**config.mk**
```make
export PLATFORM = sky130hd
export DESIGN_NAME = periph_subsystem
export DESIGN_NICKNAME = d
export VERILOG_FILES = /design/src/logic/periph_pkg.sv /design/src/logic/periph_subsystem.sv /design/src/logic/irq_ctrl.sv /design/src/logic/add_two_number.sv /design/src/logic/gpio_regs.sv /design/src/logic/periph_decoder.sv /design/src/logic/obi_reg_bridge.sv
export VERILOG_INCLUDE_DIRS = /design/src /design/src/logic
export SDC_FILE = /design/constraint.sdc
export NUM_CORES = 1
export LEC_CHECK = 0
export BUFFER_PORTS_ARGS = -buffer_cell sky130_fd_sc_hd__buf_2
export CORE_UTILIZATION = 55
export CTS_CLUSTER_SIZE = 30
export DETAILED_ROUTE_END_ITERATION = 16
export MAX_ROUTING_LAYER = met4
export PLACE_DENSITY = 0.77
export REMOVE_ABC_BUFFERS = 1
export SYNTH_ARGS = -nofsm -noshare
export SYNTH_HDL_FRONTEND = slang
export SYNTH_SLANG_ARGS = --single-unit
```
**constraint.sdc**
```tcl
create_clock -name clk_i -period 5.63 [get_ports clk_i]
set_input_delay 1.126 -clock clk_i [delete_from_list [all_inputs] [get_ports clk_i]]
set_output_delay 1.126 -clock clk_i [all_outputs]
set_load 0.01 [all_outputs]
```
**src/logic/periph_params.svh**
```systemverilog
// -----------------------------
// Address map, register offsets and widths.
// Include in any file that needs them.
// -----------------------------
`ifndef PERIPH_PARAMS_SVH
`define PERIPH_PARAMS_SVH

`define PERIPH_BASE 16'h2000
`define GPIO_IDX    4'd0
`define ADDER_IDX   4'd1
`define IRQ_IDX     4'd2

`define GPIO_W      8
`define EXT_IRQ_W   4

`define GPIO_OUT_OFF    10'd0
`define GPIO_OE_OFF     10'd1
`define GPIO_IN_OFF     10'd2
`define GPIO_IE_OFF     10'd3
`define GPIO_STATUS_OFF 10'd4

`define ADDER_A_OFF   10'd0
`define ADDER_B_OFF   10'd1
`define ADDER_SUM_OFF 10'd2

`define IRQ_IE_OFF      10'd0
`define IRQ_PENDING_OFF 10'd1
`define IRQ_CLAIM_OFF   10'd2
`define IRQ_MSIP_OFF    10'd3

`define DECERR_DATA 32'hdead_beef

`endif
```
**src/logic/periph_pkg.sv**
```systemverilog
// -----------------------------
// Types shared by the peripheral subsystem RTL.
// Import where address fields or offsets are handled.
// -----------------------------
`default_nettype none

package periph_pkg;

  typedef logic [15:0] base_page_t;
  typedef logic [3:0]  periph_sel_t;
  typedef logic [9:0]  reg_off_t;
  typedef logic [1:0]  byte_off_t;

  // Field layout of a bus address, MSB first
  typedef struct packed {
    base_page_t  base;
    periph_sel_t sel;
    reg_off_t    off;
    byte_off_t   byte_off;
  } periph_addr_fields_t;

  // Same address word, seen raw or split into fields
  typedef union packed {
    logic [31:0]         raw;
    periph_addr_fields_t fields;
  } periph_addr_u;

endpackage : periph_pkg

`default_nettype wire

```
**src/logic/periph_subsystem.sv**
```systemverilog
// -----------------------------
// Peripheral subsystem top: bus bridge, decoder, peripherals.
// One bus port in, GPIO pins and interrupts out.
// -----------------------------
`timescale 1ns/100ps
`default_nettype none
`include "periph_params.svh"

module periph_subsystem (
  input  logic                  clk_i,
  input  logic                  rst_n_i,

  input  logic                  req_i,
  input  logic                  we_i,
  input  logic [31:0]           addr_i,
  input  logic [31:0]           wdata_i,
  output logic                  gnt_o,
  output logic                  rvalid_o,
  output logic [31:0]           rdata_o,
  output logic                  err_o,

  input  logic [`GPIO_W-1:0]    gpio_i,
  output logic [`GPIO_W-1:0]    gpio_o,
  output logic [`GPIO_W-1:0]    gpio_oe_o,

  input  logic [`EXT_IRQ_W-1:0] ext_irq_i,
  output logic                  irq_o,
  output logic                  msip_o
);

  import periph_pkg::*;

  logic               acc_valid;
  logic               acc_we;
  periph_addr_u       acc_addr;
  logic [31:0]        acc_wdata;
  logic [31:0]        rsp_rdata;
  logic               rsp_err;

  logic               sel_gpio;
  logic               sel_adder;
  logic               sel_irq;
  logic               reg_we;
  reg_off_t           reg_off;
  logic [31:0]        reg_wdata;
  logic [31:0]        gpio_rdata;
  logic [31:0]        adder_rdata;
  logic [31:0]        irq_rdata;
  logic [`GPIO_W-1:0] gpio_irq;

  obi_reg_bridge u_bridge (
    .clk_i       (clk_i),
    .rst_n_i     (rst_n_i),
    .req_i       (req_i),
    .we_i        (we_i),
    .addr_i      (addr_i),
    .wdata_i     (wdata_i),
    .gnt_o       (gnt_o),
    .acc_valid_o (acc_valid),
    .acc_we_o    (acc_we),
    .acc_addr_o  (acc_addr),
    .acc_wdata_o (acc_wdata),
    .rsp_rdata_i (rsp_rdata),
    .rsp_err_i   (rsp_err),
    .rvalid_o    (rvalid_o),
    .rdata_o     (rdata_o),
    .err_o       (err_o)
  );

  periph_decoder u_decoder (
    .acc_valid_i   (acc_valid),
    .acc_we_i      (acc_we),
    .acc_addr_i    (acc_addr),
    .acc_wdata_i   (acc_wdata),
    .sel_gpio_o    (sel_gpio),
    .sel_adder_o   (sel_adder),
    .sel_irq_o     (sel_irq),
    .we_o          (reg_we),
    .reg_off_o     (reg_off),
    .wdata_o       (reg_wdata),
    .gpio_rdata_i  (gpio_rdata),
    .adder_rdata_i (adder_rdata),
    .irq_rdata_i   (irq_rdata),
    .rsp_rdata_o   (rsp_rdata),
    .rsp_err_o     (rsp_err)
  );

  gpio_regs u_gpio (
    .clk_i      (clk_i),
    .rst_n_i    (rst_n_i),
    .sel_i      (sel_gpio),
    .we_i       (reg_we),
    .reg_off_i  (reg_off),
    .wdata_i    (reg_wdata),
    .rdata_o    (gpio_rdata),
    .gpio_i     (gpio_i),
    .gpio_o     (gpio_o),
    .gpio_oe_o  (gpio_oe_o),
    .gpio_irq_o (gpio_irq)
  );

  add_two_number u_adder (
    .clk_i     (clk_i),
    .rst_n_i   (rst_n_i),
    .sel_i     (sel_adder),
    .we_i      (reg_we),
    .reg_off_i (reg_off),
    .wdata_i   (reg_wdata),
    .rdata_o   (adder_rdata)
  );

  irq_ctrl u_irq (
    .clk_i      (clk_i),
    .rst_n_i    (rst_n_i),
    .sel_i      (sel_irq),
    .we_i       (reg_we),
    .reg_off_i  (reg_off),
    .wdata_i    (reg_wdata),
    .rdata_o    (irq_rdata),
    .gpio_irq_i (gpio_irq),
    .ext_irq_i  (ext_irq_i),
    .irq_o      (irq_o),
    .msip_o     (msip_o)
  );

endmodule : periph_subsystem

`default_nettype wire

```
**src/logic/irq_ctrl.sv**
```systemverilog
// -----------------------------
// Level interrupt controller with claim and software irq.
// GPIO sources sit below the external ones.
// -----------------------------
`timescale 1ns/100ps
`default_nettype none
`include "periph_params.svh"

module irq_ctrl (
  input  logic                  clk_i,
  input  logic                  rst_n_i,

  input  logic                  sel_i,
  input  logic                  we_i,
  input  periph_pkg::reg_off_t  reg_off_i,
  input  logic [31:0]           wdata_i,
  output logic [31:0]           rdata_o,

  input  logic [`GPIO_W-1:0]    gpio_irq_i,
  input  logic [`EXT_IRQ_W-1:0] ext_irq_i,
  output logic                  irq_o,
  output logic                  msip_o
);

  localparam int SRC_W = `GPIO_W + `EXT_IRQ_W;
  localparam int PAD_W = 32 - SRC_W;

  logic [SRC_W-1:0] src;
  logic [SRC_W-1:0] ie_q;
  logic [SRC_W-1:0] pending;
  logic             msip_q;
  logic [31:0]      claim;

  assign src     = {ext_irq_i, gpio_irq_i};
  assign pending = src & ie_q;

  // PENDING and CLAIM writes have no effect
  always_ff @(posedge clk_i or negedge rst_n_i) begin
    if (!rst_n_i) begin
      ie_q   <= '0;
      msip_q <= 1'b0;
    end else if (sel_i && we_i) begin
      case (reg_off_i)
        `IRQ_IE_OFF:   ie_q   <= wdata_i[SRC_W-1:0];
        `IRQ_MSIP_OFF: msip_q <= wdata_i[0];
        default: ;
      endcase
    end
  end

  // Scan from the top so the lowest pending index wins, 0 means none
  always_comb begin
    claim = '0;
    for (int i = SRC_W - 1; i >= 0; i--) begin
      if (pending[i]) begin
        claim = 32'(i + 1);
      end
    end
  end

  always_comb begin
    case (reg_off_i)
      `IRQ_IE_OFF:      rdata_o = {{PAD_W{1'b0}}, ie_q};
      `IRQ_PENDING_OFF: rdata_o = {{PAD_W{1'b0}}, pending};
      `IRQ_CLAIM_OFF:   rdata_o = claim;
      `IRQ_MSIP_OFF:    rdata_o = {31'b0, msip_q};
      default:          rdata_o = '0;
    endcase
  end

  assign irq_o  = |pending;
  assign msip_o = msip_q;

endmodule : irq_ctrl

`default_nettype wire

```
**src/logic/add_two_number.sv**
```systemverilog
// -----------------------------
// Adder peripheral: write A and B, read their sum.
// -----------------------------
`timescale 1ns/100ps
`default_nettype none
`include "periph_params.svh"

module add_two_number (
  input  logic                 clk_i,
  input  logic                 rst_n_i,

  input  logic                 sel_i,
  input  logic                 we_i,
  input  periph_pkg::reg_off_t reg_off_i,
  input  logic [31:0]          wdata_i,
  output logic [31:0]          rdata_o
);

  logic [31:0] a_q;
  logic [31:0] b_q;
  logic [31:0] sum;

  always_ff @(posedge clk_i or negedge rst_n_i) begin
    if (!rst_n_i) begin
      a_q <= '0;
      b_q <= '0;
    end else if (sel_i && we_i) begin
      case (reg_off_i)
        `ADDER_A_OFF: a_q <= wdata_i;
        `ADDER_B_OFF: b_q <= wdata_i;
        default: ;
      endcase
    end
  end

  // Carry out is dropped
  assign sum = a_q + b_q;

  always_comb begin
    case (reg_off_i)
      `ADDER_A_OFF:   rdata_o = a_q;
      `ADDER_B_OFF:   rdata_o = b_q;
      `ADDER_SUM_OFF: rdata_o = sum;
      default:        rdata_o = '0;
    endcase
  end

endmodule : add_two_number

`default_nettype wire

```
**src/logic/gpio_regs.sv**
```systemverilog
// -----------------------------
// GPIO register block with per-pin level interrupts.
// Inputs pass a two-flop synchronizer first.
// -----------------------------
`timescale 1ns/100ps
`default_nettype none
`include "periph_params.svh"

module gpio_regs (
  input  logic                 clk_i,
  input  logic                 rst_n_i,

  input  logic                 sel_i,
  input  logic                 we_i,
  input  periph_pkg::reg_off_t reg_off_i,
  input  logic [31:0]          wdata_i,
  output logic [31:0]          rdata_o,

  input  logic [`GPIO_W-1:0]   gpio_i,
  output logic [`GPIO_W-1:0]   gpio_o,
  output logic [`GPIO_W-1:0]   gpio_oe_o,
  output logic [`GPIO_W-1:0]   gpio_irq_o
);

  localparam int PAD_W = 32 - `GPIO_W;

  logic [`GPIO_W-1:0] out_q;
  logic [`GPIO_W-1:0] oe_q;
  logic [`GPIO_W-1:0] ie_q;
  logic [`GPIO_W-1:0] sync_q1;
  logic [`GPIO_W-1:0] sync_q2;
  logic [`GPIO_W-1:0] status;

  always_ff @(posedge clk_i or negedge rst_n_i) begin
    if (!rst_n_i) begin
      sync_q1 <= '0;
      sync_q2 <= '0;
    end else begin
      sync_q1 <= gpio_i;
      sync_q2 <= sync_q1;
    end
  end

  // IN and STATUS are read only
  always_ff @(posedge clk_i or negedge rst_n_i) begin
    if (!rst_n_i) begin
      out_q <= '0;
      oe_q  <= '0;
      ie_q  <= '0;
    end else if (sel_i && we_i) begin
      case (reg_off_i)
        `GPIO_OUT_OFF: out_q <= wdata_i[`GPIO_W-1:0];
        `GPIO_OE_OFF:  oe_q  <= wdata_i[`GPIO_W-1:0];
        `GPIO_IE_OFF:  ie_q  <= wdata_i[`GPIO_W-1:0];
        default: ;
      endcase
    end
  end

  assign status = sync_q2 & ie_q;

  always_comb begin
    case (reg_off_i)
      `GPIO_OUT_OFF:    rdata_o = {{PAD_W{1'b0}}, out_q};
      `GPIO_OE_OFF:     rdata_o = {{PAD_W{1'b0}}, oe_q};
      `GPIO_IN_OFF:     rdata_o = {{PAD_W{1'b0}}, sync_q2};
      `GPIO_IE_OFF:     rdata_o = {{PAD_W{1'b0}}, ie_q};
      `GPIO_STATUS_OFF: rdata_o = {{PAD_W{1'b0}}, status};
      default:          rdata_o = '0;
    endcase
  end

  assign gpio_o     = out_q;
  assign gpio_oe_o  = oe_q;
  assign gpio_irq_o = status;

endmodule : gpio_regs

`default_nettype wire

```
**src/logic/periph_decoder.sv**
```systemverilog
// -----------------------------
// Address decode to peripheral selects and read-data mux.
// Bad addresses answer with the error pattern.
// -----------------------------
`timescale 1ns/100ps
`default_nettype none
`include "periph_params.svh"

module periph_decoder (
  input  logic                     acc_valid_i,
  input  logic                     acc_we_i,
  input  periph_pkg::periph_addr_u acc_addr_i,
  input  logic [31:0]              acc_wdata_i,

  output logic                     sel_gpio_o,
  output logic                     sel_adder_o,
  output logic                     sel_irq_o,
  output logic                     we_o,
  output periph_pkg::reg_off_t     reg_off_o,
  output logic [31:0]              wdata_o,

  input  logic [31:0]              gpio_rdata_i,
  input  logic [31:0]              adder_rdata_i,
  input  logic [31:0]              irq_rdata_i,

  output logic [31:0]              rsp_rdata_o,
  output logic                     rsp_err_o
);

  import periph_pkg::*;

  periph_sel_t sel;
  logic        base_ok;
  logic        sel_ok;
  logic        align_ok;
  logic        dec_err;

  assign sel      = acc_addr_i.fields.sel;
  assign base_ok  = (acc_addr_i.fields.base == `PERIPH_BASE);
  assign sel_ok   = (sel == `GPIO_IDX) || (sel == `ADDER_IDX) || (sel == `IRQ_IDX);
  assign align_ok = (acc_addr_i.fields.byte_off == 2'b00);
  assign dec_err  = ~(base_ok & sel_ok & align_ok);

  // At most one select per access, none on error
  assign sel_gpio_o  = acc_valid_i & ~dec_err & (sel == `GPIO_IDX);
  assign sel_adder_o = acc_valid_i & ~dec_err & (sel == `ADDER_IDX);
  assign sel_irq_o   = acc_valid_i & ~dec_err & (sel == `IRQ_IDX);

  assign we_o      = acc_we_i;
  assign reg_off_o = acc_addr_i.fields.off;
  assign wdata_o   = acc_wdata_i;

  always_comb begin
    rsp_rdata_o = `DECERR_DATA;
    if (!dec_err) begin
      case (sel)
        `GPIO_IDX:  rsp_rdata_o = gpio_rdata_i;
        `ADDER_IDX: rsp_rdata_o = adder_rdata_i;
        `IRQ_IDX:   rsp_rdata_o = irq_rdata_i;
        default:    rsp_rdata_o = `DECERR_DATA;
      endcase
    end
  end

  assign rsp_err_o = dec_err;

endmodule : periph_decoder

`default_nettype wire

```
**src/logic/obi_reg_bridge.sv**
```systemverilog
// -----------------------------
// OBI-style slave port to a one-cycle register access.
// One access in flight; response comes the cycle after grant.
// -----------------------------
`timescale 1ns/100ps
`default_nettype none

module obi_reg_bridge (
  input  logic                   clk_i,
  input  logic                   rst_n_i,

  input  logic                   req_i,
  input  logic                   we_i,
  input  logic [31:0]            addr_i,
  input  logic [31:0]            wdata_i,
  output logic                   gnt_o,

  output logic                   acc_valid_o,
  output logic                   acc_we_o,
  output periph_pkg::periph_addr_u acc_addr_o,
  output logic [31:0]            acc_wdata_o,

  input  logic [31:0]            rsp_rdata_i,
  input  logic                   rsp_err_i,

  output logic                   rvalid_o,
  output logic [31:0]            rdata_o,
  output logic                   err_o
);

  import periph_pkg::*;

  logic         pending_q;
  logic         accept;
  logic         we_q;
  periph_addr_u addr_q;
  logic [31:0]  wdata_q;

  // Grant is withdrawn while an access is being served
  assign gnt_o  = ~pending_q;
  assign accept = req_i & gnt_o;

  always_ff @(posedge clk_i or negedge rst_n_i) begin
    if (!rst_n_i) begin
      pending_q <= 1'b0;
    end else begin
      pending_q <= accept;
    end
  end

  // Request payload, captured on the granted cycle
  always_ff @(posedge clk_i) begin
    if (accept) begin
      we_q       <= we_i;
      addr_q.raw <= addr_i;
      wdata_q    <= wdata_i;
    end
  end

  assign acc_valid_o = pending_q;
  assign acc_we_o    = we_q;
  assign acc_addr_o  = addr_q;
  assign acc_wdata_o = wdata_q;

  // Decoder answers combinationally in the pending cycle
  assign rvalid_o = pending_q;
  assign rdata_o  = rsp_rdata_i;
  assign err_o    = rsp_err_i;

endmodule : obi_reg_bridge

`default_nettype wire

```
# == Word-level counts from Yosys, hierarchy flattened ==
# Index checks and enable logic that the tools add are counted.
# word_totals
reg_bits,183
# classes
n_reduce_logical,16
n_eq_ne,7
n_addsub,1
n_bitwise,11
mux,17
# op_table
cell,n
$pmux 32 s3,2
$mux 4,12
$pmux 12 s4,1
$pmux 8 s5,1
$add 32x32->32,1
$mux 32,1
$eq 10x2->1 const B,2
$eq 16x14->1 const B,1
$reduce_and 2->1,7
$and 12x12->12,1
$reduce_or 12->1,1
$eq 10x1->1 const B,1
$eq 10x3->1 const B,1
$logic_not 10->1,1
$and 8x8->8,1
$and 1x1->1,7
$eq 4x1->1 const B,1
$eq 4x2->1 const B,1
$logic_not 4->1,1
$logic_and 1x1->1,3
$logic_not 2->1,1
$logic_or 1x1->1,2
$not 1->1,2

# == Logic depth before layout (Yosys ltp) ==
# Gate-level depths: netlist of run 1.
# depth
word_depth,17
ltp_mapped,12
ltp_nobuf,12

# == By module ==
# A second synthesis of run 1 with hierarchy kept.
# hier_totals
hier_cells,1023
area_unflattened_um2,11255.8
# modules_own_cells
module,seq_area_each_um2,n_inst,area_each_um2,cells_each
add_two_number,1601.5,1,4613.2,471
obi_reg_bridge,1976.9,1,2242.2,102
gpio_regs,1001.0,1,1970.6,155
periph_decoder,0.0,1,1353.8,177
irq_ctrl,325.3,1,1076.0,118

# == Worst setup path before layout of run 1 ==
# No wires, ideal clock.
# synth_path
kind,input to register
startpoint,in req_i
endpoint,"reg u_bridge.addr_q, in the netlist u_bridge.acc_addr_o[0], enable pin"
path_slack_ns,1.125
t_arrival_ns,4.008
t_required_ns,5.133
cell_stages,1
cell_sequence,nor2b_1
# synth_via
elab_chain_cells,1
# synth_lines
element,line,rtl
start: declaration,periph_subsystem.sv:13,"input logic req_i,"
$and 1x1->1,obi_reg_bridge.sv:41,assign accept = req_i & gnt_o;
end: declaration,obi_reg_bridge.sv:36,periph_addr_u addr_q;
# Every way passes these cells.
# A chain may end at the register's enable or synchronous reset.

# == Worst setup path in the final report of run 1 ==
# layout_path
startpoint,"reg u_bridge.addr_q, in the netlist u_bridge.acc_addr_o[8]"
endpoint,out rdata_o[21]
# layout_via
elab_chain_cells,4
word_cells_on_any_way,6
# layout_lines
element,line,rtl
$eq 10x2->1 (tied with other cells),add_two_number.sv:40,case (reg_off_i)
$pmux 32 s3 (*),add_two_number.sv:40,
$pmux 32 s3 (*),periph_decoder.sv:56,case (sel)
$mux 32 (*),periph_decoder.sv:55,if (!dec_err) begin
end: declaration,periph_subsystem.sv:19,"output logic [31:0] rdata_o,"
# Every way passes the cells marked *; elsewhere a longest branch is shown, timed or not.

==> results.cfg, run 1 <==
[clock_network]
tritoncts = built
clk_latency_ns = 0.44
cts_root_buf = clkbuf_16
postCtsResizedCells = 0
cts_hold_buf = 0
cts_buffers = 17
cts_setup_buffers = 0
cts_num_sinks = 183
clkSlewWorstSetupHoldPaths_ns = 0.08
htreeDepth = 4
clk_path_buf_depth = 2

[sta]
worst_pin_slew_ns = 1.03
hold_viol = 0
slew-limit-headroom_pct = 31.6
fin_ws_ns = 0.696
rsz0062_at_grt = false
period_share_pct = 87.6
fmax_mhz = 203
tns_ns = 0
setup-violations-final = 0
timing.final.crit_period_ns = 4.93
hold_slack_ns = 0.355
maxSlewViolCount = 0
fin_skew_ns = 0.00805

[placement]
postPlaceCellArea_mm2 = 0.0103
dp_hpwl_um = 16000
place_ws_ns = 1.29
gp_congestion = 0.957
io_buffers = 132

[critical_path]
path_max_fanout = 10
start_kind = flop
critPathArrivalTime_ns = 3.81
end_kind = output pin
crit_type = flop to output pin
required_ns = 4.50

[synthesis]
ys_seq_area_share_pct = 51.9
synth_area_mm2 = 0.00945
synth_ff_type = dfrtp_1
synth_warnings = 0
ys_seq_elements = 183
syn_area_per_cell_um2 = 11.7
ys_types = 63
syn_inst = 809
async_reset_ff_share_pct = 64.5
synth_edf_count = 65

[route]
detail_route.first_pass.iterations = 5
vias = 7277
wire_per_inst_um = 20.0
via_per_inst = 6.23
detail_route.iter0.violations = 677
drc = 0
ant_nets = 0
wirelength_um = 23400

[cells_and_area]
final-seq-area_mm2 = 0.00490
fillerInstances = 1328
layout-drive-gt1-share_pct = 26.4
fin_area_mm2 = 0.0110
layout-area-overhead-vs-synth_pct = 16.0
nNetsFinal = 1047
num_antenna_cells = 0
final_common_cell = buf_2
fin_util_pct = 65.6
multi_input_area_mm2 = 0.00435
final_cell_mix = 131 x buf_2, 118 x dfrtp_1, 66 x nand2_1

[floorplan]
initial_core_util_pct = 56.6
die_area_mm2 = 0.0177
rows = 47
die_x_um = 133
coreArea_mm2 = 0.0167
die_h_um = 133
pin_count = 133

[global_routing]
grt_max_degree = 78
grt_usage_pct = 28.4
grt_pass1_wl_um = 37500
grt_pass1_vias = 7291
antenna_found_initial = 0
grt_overflow = 0

[job]
drv_cap = 0

[power]
p_int_mw = 2.06
ir_drop_v = 0.000256
power_density_mw_per_mm2 = 250
clkPwrFrac_pct = 44.3
pwr-share-comb_pct = 3.1
p_sw_share_pct = 24.9
leakage_nw = 4.98
seqPwrFrac_pct = 52.7
p_switching_uw = 682

[status]
status = finished clean

[hold_path]
hold_path.class = flop to flop
## through the flow
| step | std cells | power, mW |
|---|---|---|
| finish | 1168 | 2.74 |
| global route | 1168 | 2.82 |
| CTS | 1168 | 2.76 |
| detailed placement | 1136 | 1.55 |
| global placement | 1136 | 1.55 |
| floorplan | 771 | 1.49 |
## power groups by stage
stage	logic (mW)	registers [mW]	clock network, mW
final	0.0837	1.44	1.21
after global routing	0.0926	1.45	1.28
after CTS	0.0852	1.44	1.23
after detailed placement	0.0848	1.47	0
after global placement	0.0832	1.47	0
after floorplan	0.0231	1.47	0
## worst max-delay path: stages, from the launching register on
cell,delay [ns]
edfxtp_1,0.38
or4_1,0.56
nor4_4,0.48
nand2_2,0.26
nor2_1,0.70
nand2_1,0.47
o221ai_1,0.32
buf_2,0.19
## logic make-up (layout without fill, tap and decap cells)
logic type / after synthesis / count (layout) / synth area share (%)
AOI/OAI and AO/OA: 206 / 206 / 14.8
xor gates and xnor gates: 26 / 26 / 2.41
adders and majority gates: 32 / 32 / 4.32
buffers and inverters: 51 / 190 / 2.17
DFF: 183 / 183 / 51.9
muxes: 120 / 120 / 14.2
and+or+nand+nor: 191 / 191 / 10.2
## layout make-up
| type | count | area share [%] |
|---|---|---|
| tap | 220 | 2.51 |
| sequential | 183 | 44.8 |
| timing repair buffer | 145 | 6.94 |
| multi-input combinational | 575 | 39.7 |
| inverter | 13 | 0.445 |
| clock inverter | 15 | 1.79 |
| clock buffer | 17 | 3.88 |
## sequential cells by signal (all words and copies together) (netlist names)
name / flops
u_adder.a_q: 32
u_adder.b_q: 32
u_bridge.acc_addr_o: 32
u_bridge.acc_wdata_o: 32
u_irq.ie_q: 12
u_gpio.gpio_o: 8
u_gpio.gpio_oe_o: 8
u_gpio.ie_q: 8
u_gpio.sync_q1: 8
u_gpio.sync_q2: 8
u_bridge.acc_valid_o: 1
u_bridge.acc_we_o: 1
u_irq.msip_o: 1
## per-layer routing
layer	vias up	GRT usage, %	part of all wire (%)
li1	3343	-	-
met5	-	-	0
met1	3598	36.3	43
met4	0	9.13	1.7
met3	40	5.21	6.2
met2	296	45.7	49
## cell usage after synthesis, types with 8 or more instances
master	number	area share, %
o21ai_0	35	1.9
clkbuf_1	23	0.91
o22ai_1	14	0.93
a21o_1	12	0.95
inv_1	13	0.52
buf_2	11	0.58
xnor2_1	17	1.6
mux2_1	46	5.5
nand2_1	66	2.6
mux2_2	59	7.0
dfrtp_1	118	31
xor2_1	9	0.83
o211ai_1	9	0.71
nand4_1	10	0.66
ha_1	31	4.1
a222oi_1	15	1.6
a31oi_1	13	0.86
and3_1	8	0.53
mux2i_1	14	1.5
a22oi_1	16	1.3
o221ai_1	9	0.83
nor2_1	48	1.9
nand3_1	18	0.95
a21oi_1	43	2.3
edfxtp_1	65	21
## worst paths after layout
check / slack, ns / startpoint / to / depth (start not counted)
max: 0.70 / u_bridge.acc_addr_o[8]$_DFFE_PP_ / rdata_o[21] / 7
min: 0.36 / u_gpio.sync_q1[3]$_DFF_PN0_ / u_gpio.sync_q2[3]$_DFF_PN0_ / 0
max reg2reg: 1.54 / u_bridge.acc_addr_o[8]$_DFFE_PP_ / u_adder.a_q[5]$_DFFE_PN0P_ / 8
min reg2reg: 0.36 / u_gpio.sync_q1[3]$_DFF_PN0_ / u_gpio.sync_q2[3]$_DFF_PN0_ / 0
max in group asynchronous: 3.67 / rst_n_i / u_gpio.sync_q2[5]$_DFF_PN0_ / 2
min in group asynchronous: 0.86 / rst_n_i / u_adder.b_q[14]$_DFFE_PN0P_ / 1
No activity file was read; power rests on OpenSTA's default activity.
==> run 2, diff against run 1 <==
- CORE_ASPECT_RATIO: not set -> 0.6
==> run 2 against run 1 <==
Compared with the run above:
- power is 2.0% lower
- design area is 0.51% lower
- clock-buffer cell count is 3 higher
- clock skew is 0.0035 ns higher
- largest cell class unchanged
- sequential power hardly changed
- sequential cell count stayed put
- global-route usage is 2.1 points higher
==> results.cfg, run 2 (synthesized netlist as in run 1, its figures left out) <==
[route]
detail_route.first_pass.iterations = 9
wire_per_inst_um = 21.2
detail_route.iter0.violations = 909
via_per_inst = 6.29
vias = 7380
wirelength_um = 24900
drc = 0
ant_nets = 0

[placement]
place_ws_ns = 1.18
io_buffers = 132
gp_congestion = 1.00
postPlaceCellArea_mm2 = 0.0103
dp_hpwl_um = 17600
placed_cells = 1142

[critical_path]
required_ns = 4.50
end_kind = output pin
critPathArrivalTime_ns = 3.90
crit_type = flop to output pin
critPathTopFamily = simple AND/OR/NAND/NOR gates
slowest_delay_ns = 0.75
worst-path-buf-inv = 2
path_cells = or4_1, nor4_4, nand2_2, nor3_4, buf_4, a22oi_1, o221ai_1, buf_2
ff2ff_setup_slack_ns = 1.28
critical-path-slowest-cell = nor3_4
path_max_fanout = 19
start_kind = flop

[cells_and_area]
fin_util_pct = 66.0
nNetsFinal = 1045
fin_area_mm2 = 0.0109
layout-drive-gt1-share_pct = 26.1
layout-area-overhead-vs-synth_pct = 15.4
num_antenna_cells = 0
instances_no_fill = 1174
final_common_cell = buf_2
final_cell_mix = 131 x buf_2, 118 x dfrtp_1, 66 x nand2_1

[global_routing]
grt_pass1_vias = 6922
grt_overflow = 0
grt_max_degree = 68
grt_usage_pct = 30.4
grt_pass1_wl_um = 38700
antenna_found_initial = 0

[clock_network]
tritoncts = built
clkSlewWorstSetupHoldPaths_ns = 0.07
postCtsResizedCells = 0
clk_path_buf_depth = 2
cts_setup_buffers = 0
cts_buffers = 17
cts_root_buf = clkbuf_16
cts_num_sinks = 183
htreeDepth = 4
clk_latency_ns = 0.45
cts_hold_buf = 0

[sta]
slew-limit-headroom_pct = 36.5
fmax_mhz = 199
hold_slack_ns = 0.345
maxSlewViolCount = 0
tns_ns = 0
fin_skew_ns = 0.0115
fin_ws_ns = 0.602
timing.final.crit_period_ns = 5.03
setup-violations-final = 0
worst_pin_slew_ns = 0.950
period_share_pct = 89.3
rsz0062_at_grt = false
hold_viol = 0

[power]
power_density_mw_per_mm2 = 246
leakage_nw = 4.95
ir_drop_v = 0.000228
power.total_mw = 2.68

[floorplan]
initial_core_util_pct = 57.2
rows = 36
die_h_um = 104
coreArea_mm2 = 0.0165
die_x_um = 171
pin_count = 133
die_area_mm2 = 0.0177

[status]
status = finished clean

[job]
drv_cap = 0

[hold_path]
hold_path.class = flop to flop
## run 2: cell types whose count changed in the layout (fill, tap and decap cells not counted)
cell | before | now
buf_4 | 14 | 12
clkbuf_1 | 0 | 1
clkbuf_8 | 0 | 2
clkinv_2 | 0 | 1
clkinv_4 | 0 | 4
clkinv_8 | 7 | 1
clkinvlp_4 | 2 | 0
inv_12 | 1 | 0
inv_6 | 2 | 4
inv_8 | 3 | 2
## run 2: power breakdown
part	switching, mW	leakage, nW	internal (mW)	total [mW]
clock network	0.549	0.283	0.605	1.15
registers	0.0213	2.23	1.42	1.44
logic	0.0585	2.44	0.0307	0.0893
total	0.629	4.95	2.06	2.68
## run 2: cell type report
cell class	count	area, um^2
clock inverter	12	114
inverter	13	48.8
multi-input combinational	575	4350
fill	1339	5630
sequential	183	4900
tap	228	285
timing repair buffer	143	746
clock buffer	20	457
## run 2: final timing paths
path,from,to,depth (start not counted)
max in group asynchronous,rst_n_i,u_adder.a_q[21]$_DFFE_PN0P_,2
hold reg to reg,u_gpio.sync_q1[6]$_DFF_PN0_,u_gpio.sync_q2[6]$_DFF_PN0_,0
setup reg to reg,u_bridge.acc_addr_o[9]$_DFFE_PP_,u_adder.a_q[8]$_DFFE_PN0P_,8
setup / recovery,u_bridge.acc_addr_o[9]$_DFFE_PP_,rdata_o[27],8
min in group asynchronous,rst_n_i,u_gpio.gpio_o[4]$_DFFE_PN0P_,1
hold / removal,u_gpio.sync_q1[6]$_DFF_PN0_,u_gpio.sync_q2[6]$_DFF_PN0_,0
## run 2: routing by layer
layer	wire [um]	track usage (%)	up-vias	share of wire, %
met3	2920	9.36	46	12
met4	409	8.67	0	1.6
met2	9780	37.9	447	39
met1	11800	46.9	3530	47
met5	0	-	-	0
li1	-	-	3357	-
